**config.mk**
```make
export PLATFORM = sky130hd
export DESIGN_NAME = tk1_core
export DESIGN_NICKNAME = d
export VERILOG_FILES = /design/src/hdl/tk1_pkg.sv /design/src/hdl/tk1_reg_if.sv /design/src/hdl/tk1_bus_decode.sv /design/src/hdl/tk1_cfg_regs.sv /design/src/hdl/tk1_core.sv /design/src/hdl/tk1_exec_monitor.sv /design/src/hdl/tk1_led_gpio.sv
export SDC_FILE = /design/constraint.sdc
export NUM_CORES = 1
export LEC_CHECK = 0
export ABC_AREA = 1
export BUFFER_PORTS_ARGS = -buffer_cell sky130_fd_sc_hd__buf_2
export CORE_MARGIN = 5
export CORE_UTILIZATION = 55
export CTS_BUF_LIST = sky130_fd_sc_hd__clkbuf_4 sky130_fd_sc_hd__clkbuf_8
export DETAILED_ROUTE_END_ITERATION = 8
export PLACE_DENSITY_LB_ADDON = 0.3
export SLEW_MARGIN = 20
export SYNTH_ARGS = -nofsm -noshare
export SYNTH_HDL_FRONTEND = slang
export SYNTH_SLANG_ARGS = --single-unit
```
**constraint.sdc**
```tcl
create_clock -name clk -period 3.55 [get_ports clk]
set_input_delay 0.1775 -clock clk [delete_from_list [all_inputs] [get_ports clk]]
set_output_delay 0.1775 -clock clk [all_outputs]
set_load 0.005 [all_outputs]
```
**src/hdl/tk1_pkg.sv**
```systemverilog
// Register map, memory-map limits, identity constants, reset values and shared types
`default_nettype none

package tk1_pkg;

  // ----------------------------------------------------------
  // Register map
  // ----------------------------------------------------------
  localparam logic [7:0] ADDR_NAME0         = 8'h00;
  localparam logic [7:0] ADDR_NAME1         = 8'h01;
  localparam logic [7:0] ADDR_VERSION       = 8'h02;
  localparam logic [7:0] ADDR_SYSTEM_MODE   = 8'h08;
  localparam logic [7:0] ADDR_LED           = 8'h09;
  localparam logic [7:0] ADDR_GPIO          = 8'h0a;
  localparam logic [7:0] ADDR_APP_START     = 8'h0c;
  localparam logic [7:0] ADDR_APP_SIZE      = 8'h0d;
  localparam logic [7:0] ADDR_HASH_ENTRY    = 8'h10;
  localparam logic [7:0] ADDR_SYSCALL_ENTRY = 8'h12;
  localparam logic [7:0] ADDR_CDI_FIRST     = 8'h20;
  localparam logic [7:0] ADDR_CDI_LAST      = 8'h27;
  localparam logic [7:0] ADDR_MON_CTRL      = 8'h60;
  localparam logic [7:0] ADDR_MON_FIRST     = 8'h61;
  localparam logic [7:0] ADDR_MON_LAST      = 8'h62;

  // Identity words, ASCII "tk1 " and "mkdf"
  localparam logic [31:0] TK1_NAME0   = 32'h746B3120;
  localparam logic [31:0] TK1_NAME1   = 32'h6d6b6466;
  localparam logic [31:0] TK1_VERSION = 32'h00000005;

  // ----------------------------------------------------------
  // Memory-map limits
  // ----------------------------------------------------------
  localparam logic [31:0] FW_RAM_FIRST = 32'hd0000000;
  localparam logic [31:0] FW_RAM_LAST  = 32'hd00007ff;
  // ROM starts at address zero
  localparam logic [31:0] FW_ROM_LAST  = 32'h00001fff;
  // Outside physical memory, so a jump here traps
  localparam logic [31:0] ILLEGAL_ADDR = 32'h4f000000;

  // Sizes and reset values
  localparam logic [31:0] APP_SIZE_RESET  = 32'h0;
  localparam logic [2:0]  LED_RESET       = 3'h6;
  localparam int          TRAP_BLINK_BITS = 24;
  localparam int          CDI_WORDS       = 8;

  // ----------------------------------------------------------
  // Shared types
  // ----------------------------------------------------------
  typedef enum logic [3:0] {
    SEL_NONE,
    SEL_NAME0,
    SEL_NAME1,
    SEL_VERSION,
    SEL_MODE,
    SEL_LED,
    SEL_GPIO,
    SEL_APP_START,
    SEL_APP_SIZE,
    SEL_HASH,
    SEL_SYSCALL,
    SEL_CDI,
    SEL_MON_CTRL,
    SEL_MON_FIRST,
    SEL_MON_LAST
  } reg_sel_e;

  // Entry points and execution window seen by the security monitor
  typedef struct packed {
    logic [31:0] syscall_entry;
    logic [31:0] hash_entry;
    logic        mon_en;
    logic [31:0] mon_first;
    logic [31:0] mon_last;
  } exec_cfg_t;

endpackage

`default_nettype wire

```
**src/hdl/tk1_reg_if.sv**
```systemverilog
// Interface tk1_reg_if with decoder and block modports for decoded register accesses
`timescale 1ns/1ps
`default_nettype none

interface tk1_reg_if
  import tk1_pkg::*;
();

  // Register targeted by the current access
  reg_sel_e    sel;
  // Write strobe, already cleared for refused privileged writes
  logic        wr;
  // Word index inside the CDI store
  logic [2:0]  widx;
  logic [31:0] wdata;

  // ----------------------------------------------------------
  // Views
  // ----------------------------------------------------------
  modport decoder (
    output sel,
    output wr,
    output widx,
    output wdata
  );

  modport block (
    input sel,
    input wr,
    input widx,
    input wdata
  );

endinterface

`default_nettype wire

```
**src/hdl/tk1_bus_decode.sv**
```systemverilog
// Module tk1_bus_decode: address decode, privilege gating of writes and read data mux
`timescale 1ns/1ps
`default_nettype none

module tk1_bus_decode
  import tk1_pkg::*;
(
  input  logic        cs,
  input  logic        we,
  input  logic [7:0]  address,
  input  logic [31:0] write_data,
  input  logic        system_mode,
  input  logic [31:0] cfg_rdata,
  input  logic [31:0] io_rdata,
  tk1_reg_if.decoder  regs,
  output logic [31:0] read_data,
  output logic        ready
);

  reg_sel_e    sel;
  logic        privileged;
  logic [31:0] rdata;

  // ----------------------------------------------------------
  // Address decode
  // ----------------------------------------------------------
  always_comb begin
    sel = SEL_NONE;
    case (address)
      ADDR_NAME0:         sel = SEL_NAME0;
      ADDR_NAME1:         sel = SEL_NAME1;
      ADDR_VERSION:       sel = SEL_VERSION;
      ADDR_SYSTEM_MODE:   sel = SEL_MODE;
      ADDR_LED:           sel = SEL_LED;
      ADDR_GPIO:          sel = SEL_GPIO;
      ADDR_APP_START:     sel = SEL_APP_START;
      ADDR_APP_SIZE:      sel = SEL_APP_SIZE;
      ADDR_HASH_ENTRY:    sel = SEL_HASH;
      ADDR_SYSCALL_ENTRY: sel = SEL_SYSCALL;
      ADDR_MON_CTRL:      sel = SEL_MON_CTRL;
      ADDR_MON_FIRST:     sel = SEL_MON_FIRST;
      ADDR_MON_LAST:      sel = SEL_MON_LAST;
      default: begin
        if ((address >= ADDR_CDI_FIRST) && (address <= ADDR_CDI_LAST)) begin
          sel = SEL_CDI;
        end
      end
    endcase
  end

  // Registers that only firmware mode may change
  always_comb begin
    case (sel)
      SEL_APP_START,
      SEL_APP_SIZE,
      SEL_HASH,
      SEL_SYSCALL,
      SEL_CDI: privileged = 1'b1;
      default: privileged = 1'b0;
    endcase
  end

  assign regs.sel   = sel;
  assign regs.wr    = cs && we && !(privileged && system_mode);
  assign regs.widx  = address[2:0];
  assign regs.wdata = write_data;

  // ----------------------------------------------------------
  // Read data
  // ----------------------------------------------------------
  always_comb begin
    rdata = 32'h0;
    if (cs && !we) begin
      case (sel)
        SEL_NAME0:   rdata = TK1_NAME0;
        SEL_NAME1:   rdata = TK1_NAME1;
        SEL_VERSION: rdata = TK1_VERSION;
        SEL_MODE:    rdata = {32{system_mode}};
        SEL_LED,
        SEL_GPIO:    rdata = io_rdata;
        SEL_NONE:    rdata = 32'h0;
        // All remaining selections live in the config block
        default:     rdata = cfg_rdata;
      endcase
    end
  end

  assign read_data = rdata;
  // No wait states
  assign ready     = cs;

endmodule

`default_nettype wire

```
**src/hdl/tk1_cfg_regs.sv**
```systemverilog
// Module tk1_cfg_regs: app start and size, entry addresses, CDI store and monitor window
`timescale 1ns/1ps
`default_nettype none

module tk1_cfg_regs
  import tk1_pkg::*;
(
  input  logic        clk,
  input  logic        reset_n,
  tk1_reg_if.block    regs,
  output logic [31:0] cfg_rdata,
  output exec_cfg_t   exec_cfg
);

  logic [31:0] app_start;
  logic [31:0] app_size;
  logic [31:0] hash_entry;
  logic [31:0] syscall_entry;
  logic [31:0] cdi_mem [CDI_WORDS];

  logic        mon_en;
  logic [31:0] mon_first;
  logic [31:0] mon_last;

  // ----------------------------------------------------------
  // Register writes
  // ----------------------------------------------------------
  always_ff @(posedge clk) begin
    if (!reset_n) begin
      app_start     <= 32'h0;
      app_size      <= APP_SIZE_RESET;
      hash_entry    <= ILLEGAL_ADDR;
      syscall_entry <= ILLEGAL_ADDR;
      mon_en        <= 1'b0;
      mon_first     <= 32'h0;
      mon_last      <= 32'h0;
      for (int i = 0; i < CDI_WORDS; i++) begin
        cdi_mem[i] <= 32'h0;
      end
    end else if (regs.wr) begin
      case (regs.sel)
        SEL_APP_START: app_start <= regs.wdata;
        SEL_APP_SIZE:  app_size <= regs.wdata;
        SEL_HASH:      hash_entry <= regs.wdata;
        SEL_SYSCALL:   syscall_entry <= regs.wdata;
        SEL_CDI:       cdi_mem[regs.widx] <= regs.wdata;
        // One-way enable, data is ignored
        SEL_MON_CTRL:  mon_en <= 1'b1;
        SEL_MON_FIRST: begin
          if (!mon_en) begin
            mon_first <= regs.wdata;
          end
        end
        SEL_MON_LAST: begin
          if (!mon_en) begin
            mon_last <= regs.wdata;
          end
        end
        default: ;
      endcase
    end
  end

  // ----------------------------------------------------------
  // Read back, monitor window is write only
  // ----------------------------------------------------------
  always_comb begin
    case (regs.sel)
      SEL_APP_START: cfg_rdata = app_start;
      SEL_APP_SIZE:  cfg_rdata = app_size;
      SEL_HASH:      cfg_rdata = hash_entry;
      SEL_SYSCALL:   cfg_rdata = syscall_entry;
      SEL_CDI:       cfg_rdata = cdi_mem[regs.widx];
      default:       cfg_rdata = 32'h0;
    endcase
  end

  // To the security monitor
  assign exec_cfg.syscall_entry = syscall_entry;
  assign exec_cfg.hash_entry    = hash_entry;
  assign exec_cfg.mon_en        = mon_en;
  assign exec_cfg.mon_first     = mon_first;
  assign exec_cfg.mon_last      = mon_last;

endmodule

`default_nettype wire

```
**src/hdl/tk1_core.sv**
```systemverilog
// Module tk1_core: control core top level joining decoder, config, monitor and LED/GPIO blocks
`timescale 1ns/1ps
`default_nettype none

module tk1_core
  import tk1_pkg::*;
(
  input  logic        clk,
  input  logic        reset_n,

  // CPU side
  input  logic        cpu_trap,
  input  logic [31:0] cpu_addr,
  input  logic        cpu_instr,
  input  logic        cpu_valid,
  output logic        system_mode,
  output logic        force_trap,

  // Board pins
  output logic        led_r,
  output logic        led_g,
  output logic        led_b,
  input  logic        gpio1,
  input  logic        gpio2,
  output logic        gpio3,
  output logic        gpio4,

  // Register bus
  input  logic        cs,
  input  logic        we,
  input  logic [7:0]  address,
  input  logic [31:0] write_data,
  output logic [31:0] read_data,
  output logic        ready
);

  logic [31:0] cfg_rdata;
  logic [31:0] io_rdata;
  exec_cfg_t   exec_cfg;

  tk1_reg_if i_reg_if ();

  // ----------------------------------------------------------
  // Blocks
  // ----------------------------------------------------------
  tk1_bus_decode i_bus_decode (
    .cs          (cs),
    .we          (we),
    .address     (address),
    .write_data  (write_data),
    .system_mode (system_mode),
    .cfg_rdata   (cfg_rdata),
    .io_rdata    (io_rdata),
    .regs        (i_reg_if.decoder),
    .read_data   (read_data),
    .ready       (ready)
  );

  tk1_cfg_regs i_cfg_regs (
    .clk       (clk),
    .reset_n   (reset_n),
    .regs      (i_reg_if.block),
    .cfg_rdata (cfg_rdata),
    .exec_cfg  (exec_cfg)
  );

  tk1_exec_monitor i_exec_monitor (
    .clk         (clk),
    .reset_n     (reset_n),
    .cpu_addr    (cpu_addr),
    .cpu_instr   (cpu_instr),
    .cpu_valid   (cpu_valid),
    .exec_cfg    (exec_cfg),
    .system_mode (system_mode),
    .force_trap  (force_trap)
  );

  tk1_led_gpio i_led_gpio (
    .clk      (clk),
    .reset_n  (reset_n),
    .cpu_trap (cpu_trap),
    .gpio1    (gpio1),
    .gpio2    (gpio2),
    .regs     (i_reg_if.block),
    .io_rdata (io_rdata),
    .led_r    (led_r),
    .led_g    (led_g),
    .led_b    (led_b),
    .gpio3    (gpio3),
    .gpio4    (gpio4)
  );

endmodule

`default_nettype wire

```
**src/hdl/tk1_exec_monitor.sv**
```systemverilog
// Module tk1_exec_monitor: system mode and ROM-executable tracking, security monitor
`timescale 1ns/1ps
`default_nettype none

module tk1_exec_monitor
  import tk1_pkg::*;
(
  input  logic        clk,
  input  logic        reset_n,
  input  logic [31:0] cpu_addr,
  input  logic        cpu_instr,
  input  logic        cpu_valid,
  input  exec_cfg_t   exec_cfg,
  output logic        system_mode,
  output logic        force_trap
);

  logic mode_reg;
  logic rom_exec;
  logic trap_reg;

  logic fetch;
  logic mode_we;
  logic mode_new;
  logic rom_we;
  logic rom_new;
  logic trap_set;

  assign fetch = cpu_valid && cpu_instr;

  // ----------------------------------------------------------
  // Mode tracking, later rules override earlier ones
  // ----------------------------------------------------------
  always_comb begin
    mode_we  = 1'b0;
    mode_new = 1'b0;
    rom_we   = 1'b0;
    rom_new  = 1'b0;
    if (fetch) begin
      // Syscall entry drops back into firmware mode
      if (cpu_addr == exec_cfg.syscall_entry) begin
        mode_we  = 1'b1;
        mode_new = 1'b0;
        rom_we   = 1'b1;
        rom_new  = 1'b1;
      end
      if (cpu_addr == exec_cfg.hash_entry) begin
        rom_we  = 1'b1;
        rom_new = 1'b1;
      end
      // Running above ROM means application code
      if (cpu_addr > FW_ROM_LAST) begin
        mode_we  = 1'b1;
        mode_new = 1'b1;
        rom_we   = 1'b1;
        rom_new  = 1'b0;
      end
    end
  end

  // ----------------------------------------------------------
  // Security monitor
  // ----------------------------------------------------------
  always_comb begin
    trap_set = 1'b0;
    if (cpu_valid) begin
      // RAM region but beyond the physical memory size
      if ((cpu_addr[31:30] == 2'b01) && (|cpu_addr[29:17])) begin
        trap_set = 1'b1;
      end
      if (cpu_instr) begin
        if ((cpu_addr >= FW_RAM_FIRST) && (cpu_addr <= FW_RAM_LAST)) begin
          trap_set = 1'b1;
        end
        // Entry addresses stay callable while ROM is locked
        if (!rom_exec && (cpu_addr <= FW_ROM_LAST) &&
            (cpu_addr != exec_cfg.syscall_entry) &&
            (cpu_addr != exec_cfg.hash_entry)) begin
          trap_set = 1'b1;
        end
        if (exec_cfg.mon_en && (cpu_addr >= exec_cfg.mon_first) &&
            (cpu_addr <= exec_cfg.mon_last)) begin
          trap_set = 1'b1;
        end
      end
    end
  end

  always_ff @(posedge clk) begin
    if (!reset_n) begin
      mode_reg <= 1'b0;
      rom_exec <= 1'b1;
      trap_reg <= 1'b0;
    end else begin
      if (mode_we) begin
        mode_reg <= mode_new;
      end
      if (rom_we) begin
        rom_exec <= rom_new;
      end
      // Sticky until reset
      if (trap_set) begin
        trap_reg <= 1'b1;
      end
    end
  end

  assign system_mode = mode_reg;
  assign force_trap  = trap_reg;

endmodule

`default_nettype wire

```
**src/hdl/tk1_led_gpio.sv**
```systemverilog
// Module tk1_led_gpio: LED register, trap blink and LED mux, GPIO synchronizers and outputs
`timescale 1ns/1ps
`default_nettype none

module tk1_led_gpio
  import tk1_pkg::*;
(
  input  logic        clk,
  input  logic        reset_n,
  input  logic        cpu_trap,
  input  logic        gpio1,
  input  logic        gpio2,
  tk1_reg_if.block    regs,
  output logic [31:0] io_rdata,
  output logic        led_r,
  output logic        led_g,
  output logic        led_b,
  output logic        gpio3,
  output logic        gpio4
);

  logic [2:0]                 led_reg;
  logic [TRAP_BLINK_BITS-1:0] blink_ctr;
  logic                       trap_red;
  logic [2:0]                 led_mux;
  logic [1:0]                 gpio1_sync;
  logic [1:0]                 gpio2_sync;

  always_ff @(posedge clk) begin
    if (!reset_n) begin
      led_reg    <= LED_RESET;
      blink_ctr  <= '0;
      trap_red   <= 1'b0;
      gpio1_sync <= 2'h0;
      gpio2_sync <= 2'h0;
      gpio3      <= 1'b0;
      gpio4      <= 1'b0;
    end else begin
      blink_ctr  <= blink_ctr + TRAP_BLINK_BITS'(1);
      gpio1_sync <= {gpio1_sync[0], gpio1};
      gpio2_sync <= {gpio2_sync[0], gpio2};
      // Red toggles once per counter wrap
      if (blink_ctr == '0) begin
        trap_red <= ~trap_red;
      end
      if (regs.wr && (regs.sel == SEL_LED)) begin
        led_reg <= regs.wdata[2:0];
      end
      if (regs.wr && (regs.sel == SEL_GPIO)) begin
        gpio3 <= regs.wdata[2];
        gpio4 <= regs.wdata[3];
      end
    end
  end

  // ----------------------------------------------------------
  // LED pins, bit 2 is red
  // ----------------------------------------------------------
  assign led_mux = cpu_trap ? {trap_red, 2'b00} : led_reg;
  assign led_r   = led_mux[2];
  assign led_g   = led_mux[1];
  assign led_b   = led_mux[0];

  always_comb begin
    case (regs.sel)
      SEL_LED:  io_rdata = {29'h0, led_reg};
      SEL_GPIO: io_rdata = {28'h0, gpio4, gpio3, gpio2_sync[1], gpio1_sync[1]};
      default:  io_rdata = 32'h0;
    endcase
  end

endmodule

`default_nettype wire

```
==> metrics.md <==
| Metric | Value |
|---|---|
| F_max | 315 MHz |
| Initial Util | 55.8% |
| Clk_lat worst skew | 0.65 ns |
| Wire per inst | 20.3 um |
| Routed Antenna Nets | 0 |
| Fin util | 63.1% |
| CTS tree | built |
| Grt total ovfl | 0 |
| Worst rel slew slack | 30.5% |
| CP top delay family | simple AND/OR/NAND/NOR gates |
| Power Density | 453 nW/um^2 |
| Status | completed |
| Net Count, Synth | 2994 |
| CP required | 3.37 ns |
| Clk buf depth | 3 |
| Synth unique cells | 46 |
| Min-delay worst type | input port to register |
| Crit Path Class | input port to output port |
| Number of buffers added on ports | 120 |
| Least-Margin Pin Slew | 1.04 ns |
| Top cells by area, synth | edfxtp_1 33%, dfxtp_1 20%, nand2_1 12% |
| DP Worst Slack | 0.534 ns |
| Dpl cells | 3403 |
| Sw frac | 24.4% |
| Vias in the first global route | 20200 |
| Worst path max stage delay | 0.51 ns |
| Post-Syn Area | 23500 um^2 |
| Sum of negative setup slack | 0 ns |
| GRT Total Usage | 30.0% |
| RSZ-0062 raised after global routing | no |
| Starting DRC count in detailed routing | 2396 |
| Synth area leader | edfxtp_1 |
| Synthesized area per cell | 8.24 um^2 |
| WL final | 72600 um |
| Cell Rows | 75 |
| First-pass GRT wire length | 111000 um |
| Slowest cell on the critical path | a31oi_1 |
| Seq/Total Area, Yosys | 52.4% |
| Ys flop type | edfxtp_1 |
| Leakage power | 10.6 nW |
| Crit-path cells | buf_2 -> inv_1 -> nand2_1 -> nor3_1 -> nand2_1 -> inv_1 -> nor2_1 -> nand3_1 -> nor2_1 -> nand2_2 -> inv_2 -> nand2_2 -> nand2_1 -> a31oi_1 -> buf_2 |
| Syn-to-layout area delta | 13.0% |
| Hold slack final | 0.178 ns |
| Commonest non-fill, non-tap cell in the layout | nand2_1 |
| Nets@finish | 3130 |
| P_int | 9.08 mW |
| Largest net degree at the start of global routing | 103 |
| Die area | 46900 um^2 |
| CP Capture Type | output port |
| Critical path data arrival time | 3.00 ns |
| Fin worst setup slack | 0.373 ns |
| Fin. max-slew vios | 0 |
| Hpwl dp | 47900 um |
| # setup viols final | 0 |
| H-tree depth | 3 |
| # IOs | 121 |
| Initial antenna violation count | 1 |
| CTS buffer count | 78 |
| Synth top area share | 32.8% |
| Asr flop ratio synth | 0% |
| Largest register by flop count | i_cfg_regs.cdi_mem |
| Minimum clock period | 3.18 ns |
| Clock group share of total power | 41.4% |
| Post-CTS setup buffers | 0 |
| CTS root buf | clkbuf_8 |
| Die Span X | 217 um |
| RD Place Congestion | 0.977 |
| Max cap viols | 0 |
| EDFF count, synth | 256 |
| Logic pwr share | 7.7% |
| CP dominant cell by count | nand2_1 |
| Seq pwr share | 50.9% |
| Layout Cells excl Fill | 3582 |
| Max FFs per register | 256 |
| Synth warnings | 0 |
| Buf+Inv Stages, Crit Path | 5 |
| Clk slew on worst S/H paths | 0.06 ns |
| Crit Path Max Fanout | 11 |
| Drt first pass iters | 7 |
| Fin crit share | 89.5% |
| Synthesized flop and latch total | 486 |
| Hold Fails Final Rpt | 0 |
| Most frequent cells in the layout | 721 x nand2_1, 442 x nor2_1, 256 x edfxtp_1 |
| DR vias | 21200 |
| Crit path launch type | input port |
| Core area | 42000 um^2 |
| Post-Syn Instances | 2847 |
| # clock sinks | 486 |
| Drc violations | 0 |
| Vias/cell | 5.92 |
| Share of post-route cells with drive strength above 1 | 11.1% |
| Worst Skew | 0.0229 ns |
| Die Y-Extent | 217 um |
| Worst ir drop on vdd | 0.000283 V |
| Sw power | 2.93 mW |
[synthesized netlist by cell type, types with 11 or more instances]
master	n
o221ai_1	63
nand2_1	721
xnor2_1	44
buf_1	15
inv_1	175
buf_2	50
edfxtp_1	256
o211ai_1	17
nor2_1	443
inv_2	11
dfxtp_1	230
a21oi_1	211
ha_1	66
nand4_1	69
nand3_1	166
nor3_1	30
clkinv_1	31
clkbuf_1	88
o21ai_0	82
[repair_timing]
action	4_1_cts	5_1_grt
hold buffers	39	0
endpoints found under the hold margin	144	0
gates resized for setup	0	0
[power groups by stage]
stage          combinational [mW]  sequential [mW]  clock, mW
2_1_floorplan               0.507             6.22          0
3_3_place_gp                0.851             6.22          0
3_5_place_dp                0.870             6.23          0
4_1_cts                     0.907             6.11       5.00
5_1_grt                      1.00             6.12       5.29
6_report                    0.927             6.11       4.97
[metrics by stage]
step                      area (um^2)  power (mW)
after detailed placement        24500        7.10
after global placement          24500        7.07
after CTS                       26500        12.0
after floorplan                 23500        6.72
final                           26500        12.0
after global routing            26500        12.4
[worst min-delay path, delay by kind of cell]
family | cells | cell delay, ns
AO/OA/AOI/OAI | 3 | 0.23
buffers and inverters | 1 | 0.20
AND/OR/NAND/NOR | 2 | 0.14
[logic make-up after synthesis]
group,after synthesis,share of synthesized area (%)
flip-flops,486,52.4
AO/OA/AOI/OAI,408,10.2
XOR/XNOR,48,1.79
adder cells (fa/ha/maj),66,3.52
buffers and inverters,378,6.44
AND/OR/NAND/NOR,1461,25.7
[layout make-up]
| class | count | area, um^2 |
|---|---|---|
| fill | 3560 | 15500 |
| tap | 539 | 674 |
| sequential | 486 | 12300 |
| multi-input combinational | 1983 | 9680 |
| clock inverter | 22 | 151 |
| inverter | 218 | 823 |
| antenna | 1 | 2.50 |
| timing repair buffer | 216 | 1450 |
| clock buffer | 117 | 1450 |
[worst paths after layout]
kind	startpoint	endpoint	slack (ns)	depth (start not counted)
hold reg to reg	i_led_gpio.gpio2_sync[0]	i_led_gpio.gpio2_sync[1]	0.43	2
hold / removal	cpu_addr[31]	i_exec_monitor.force_trap	0.18	6
setup reg to reg	i_led_gpio.blink_ctr[0]	i_led_gpio.blink_ctr[17]	1.34	11
setup / recovery	address[7]	read_data[31]	0.37	15
[layer usage]
layer | GRT usage, % | wire length [um]
met5 | 0 | 0
met4 | 13.8 | 3200
met3 | 6.10 | 8020
met2 | 47.7 | 33000
met1 | 39.8 | 28300
Power figures use the tool's default switching activity.
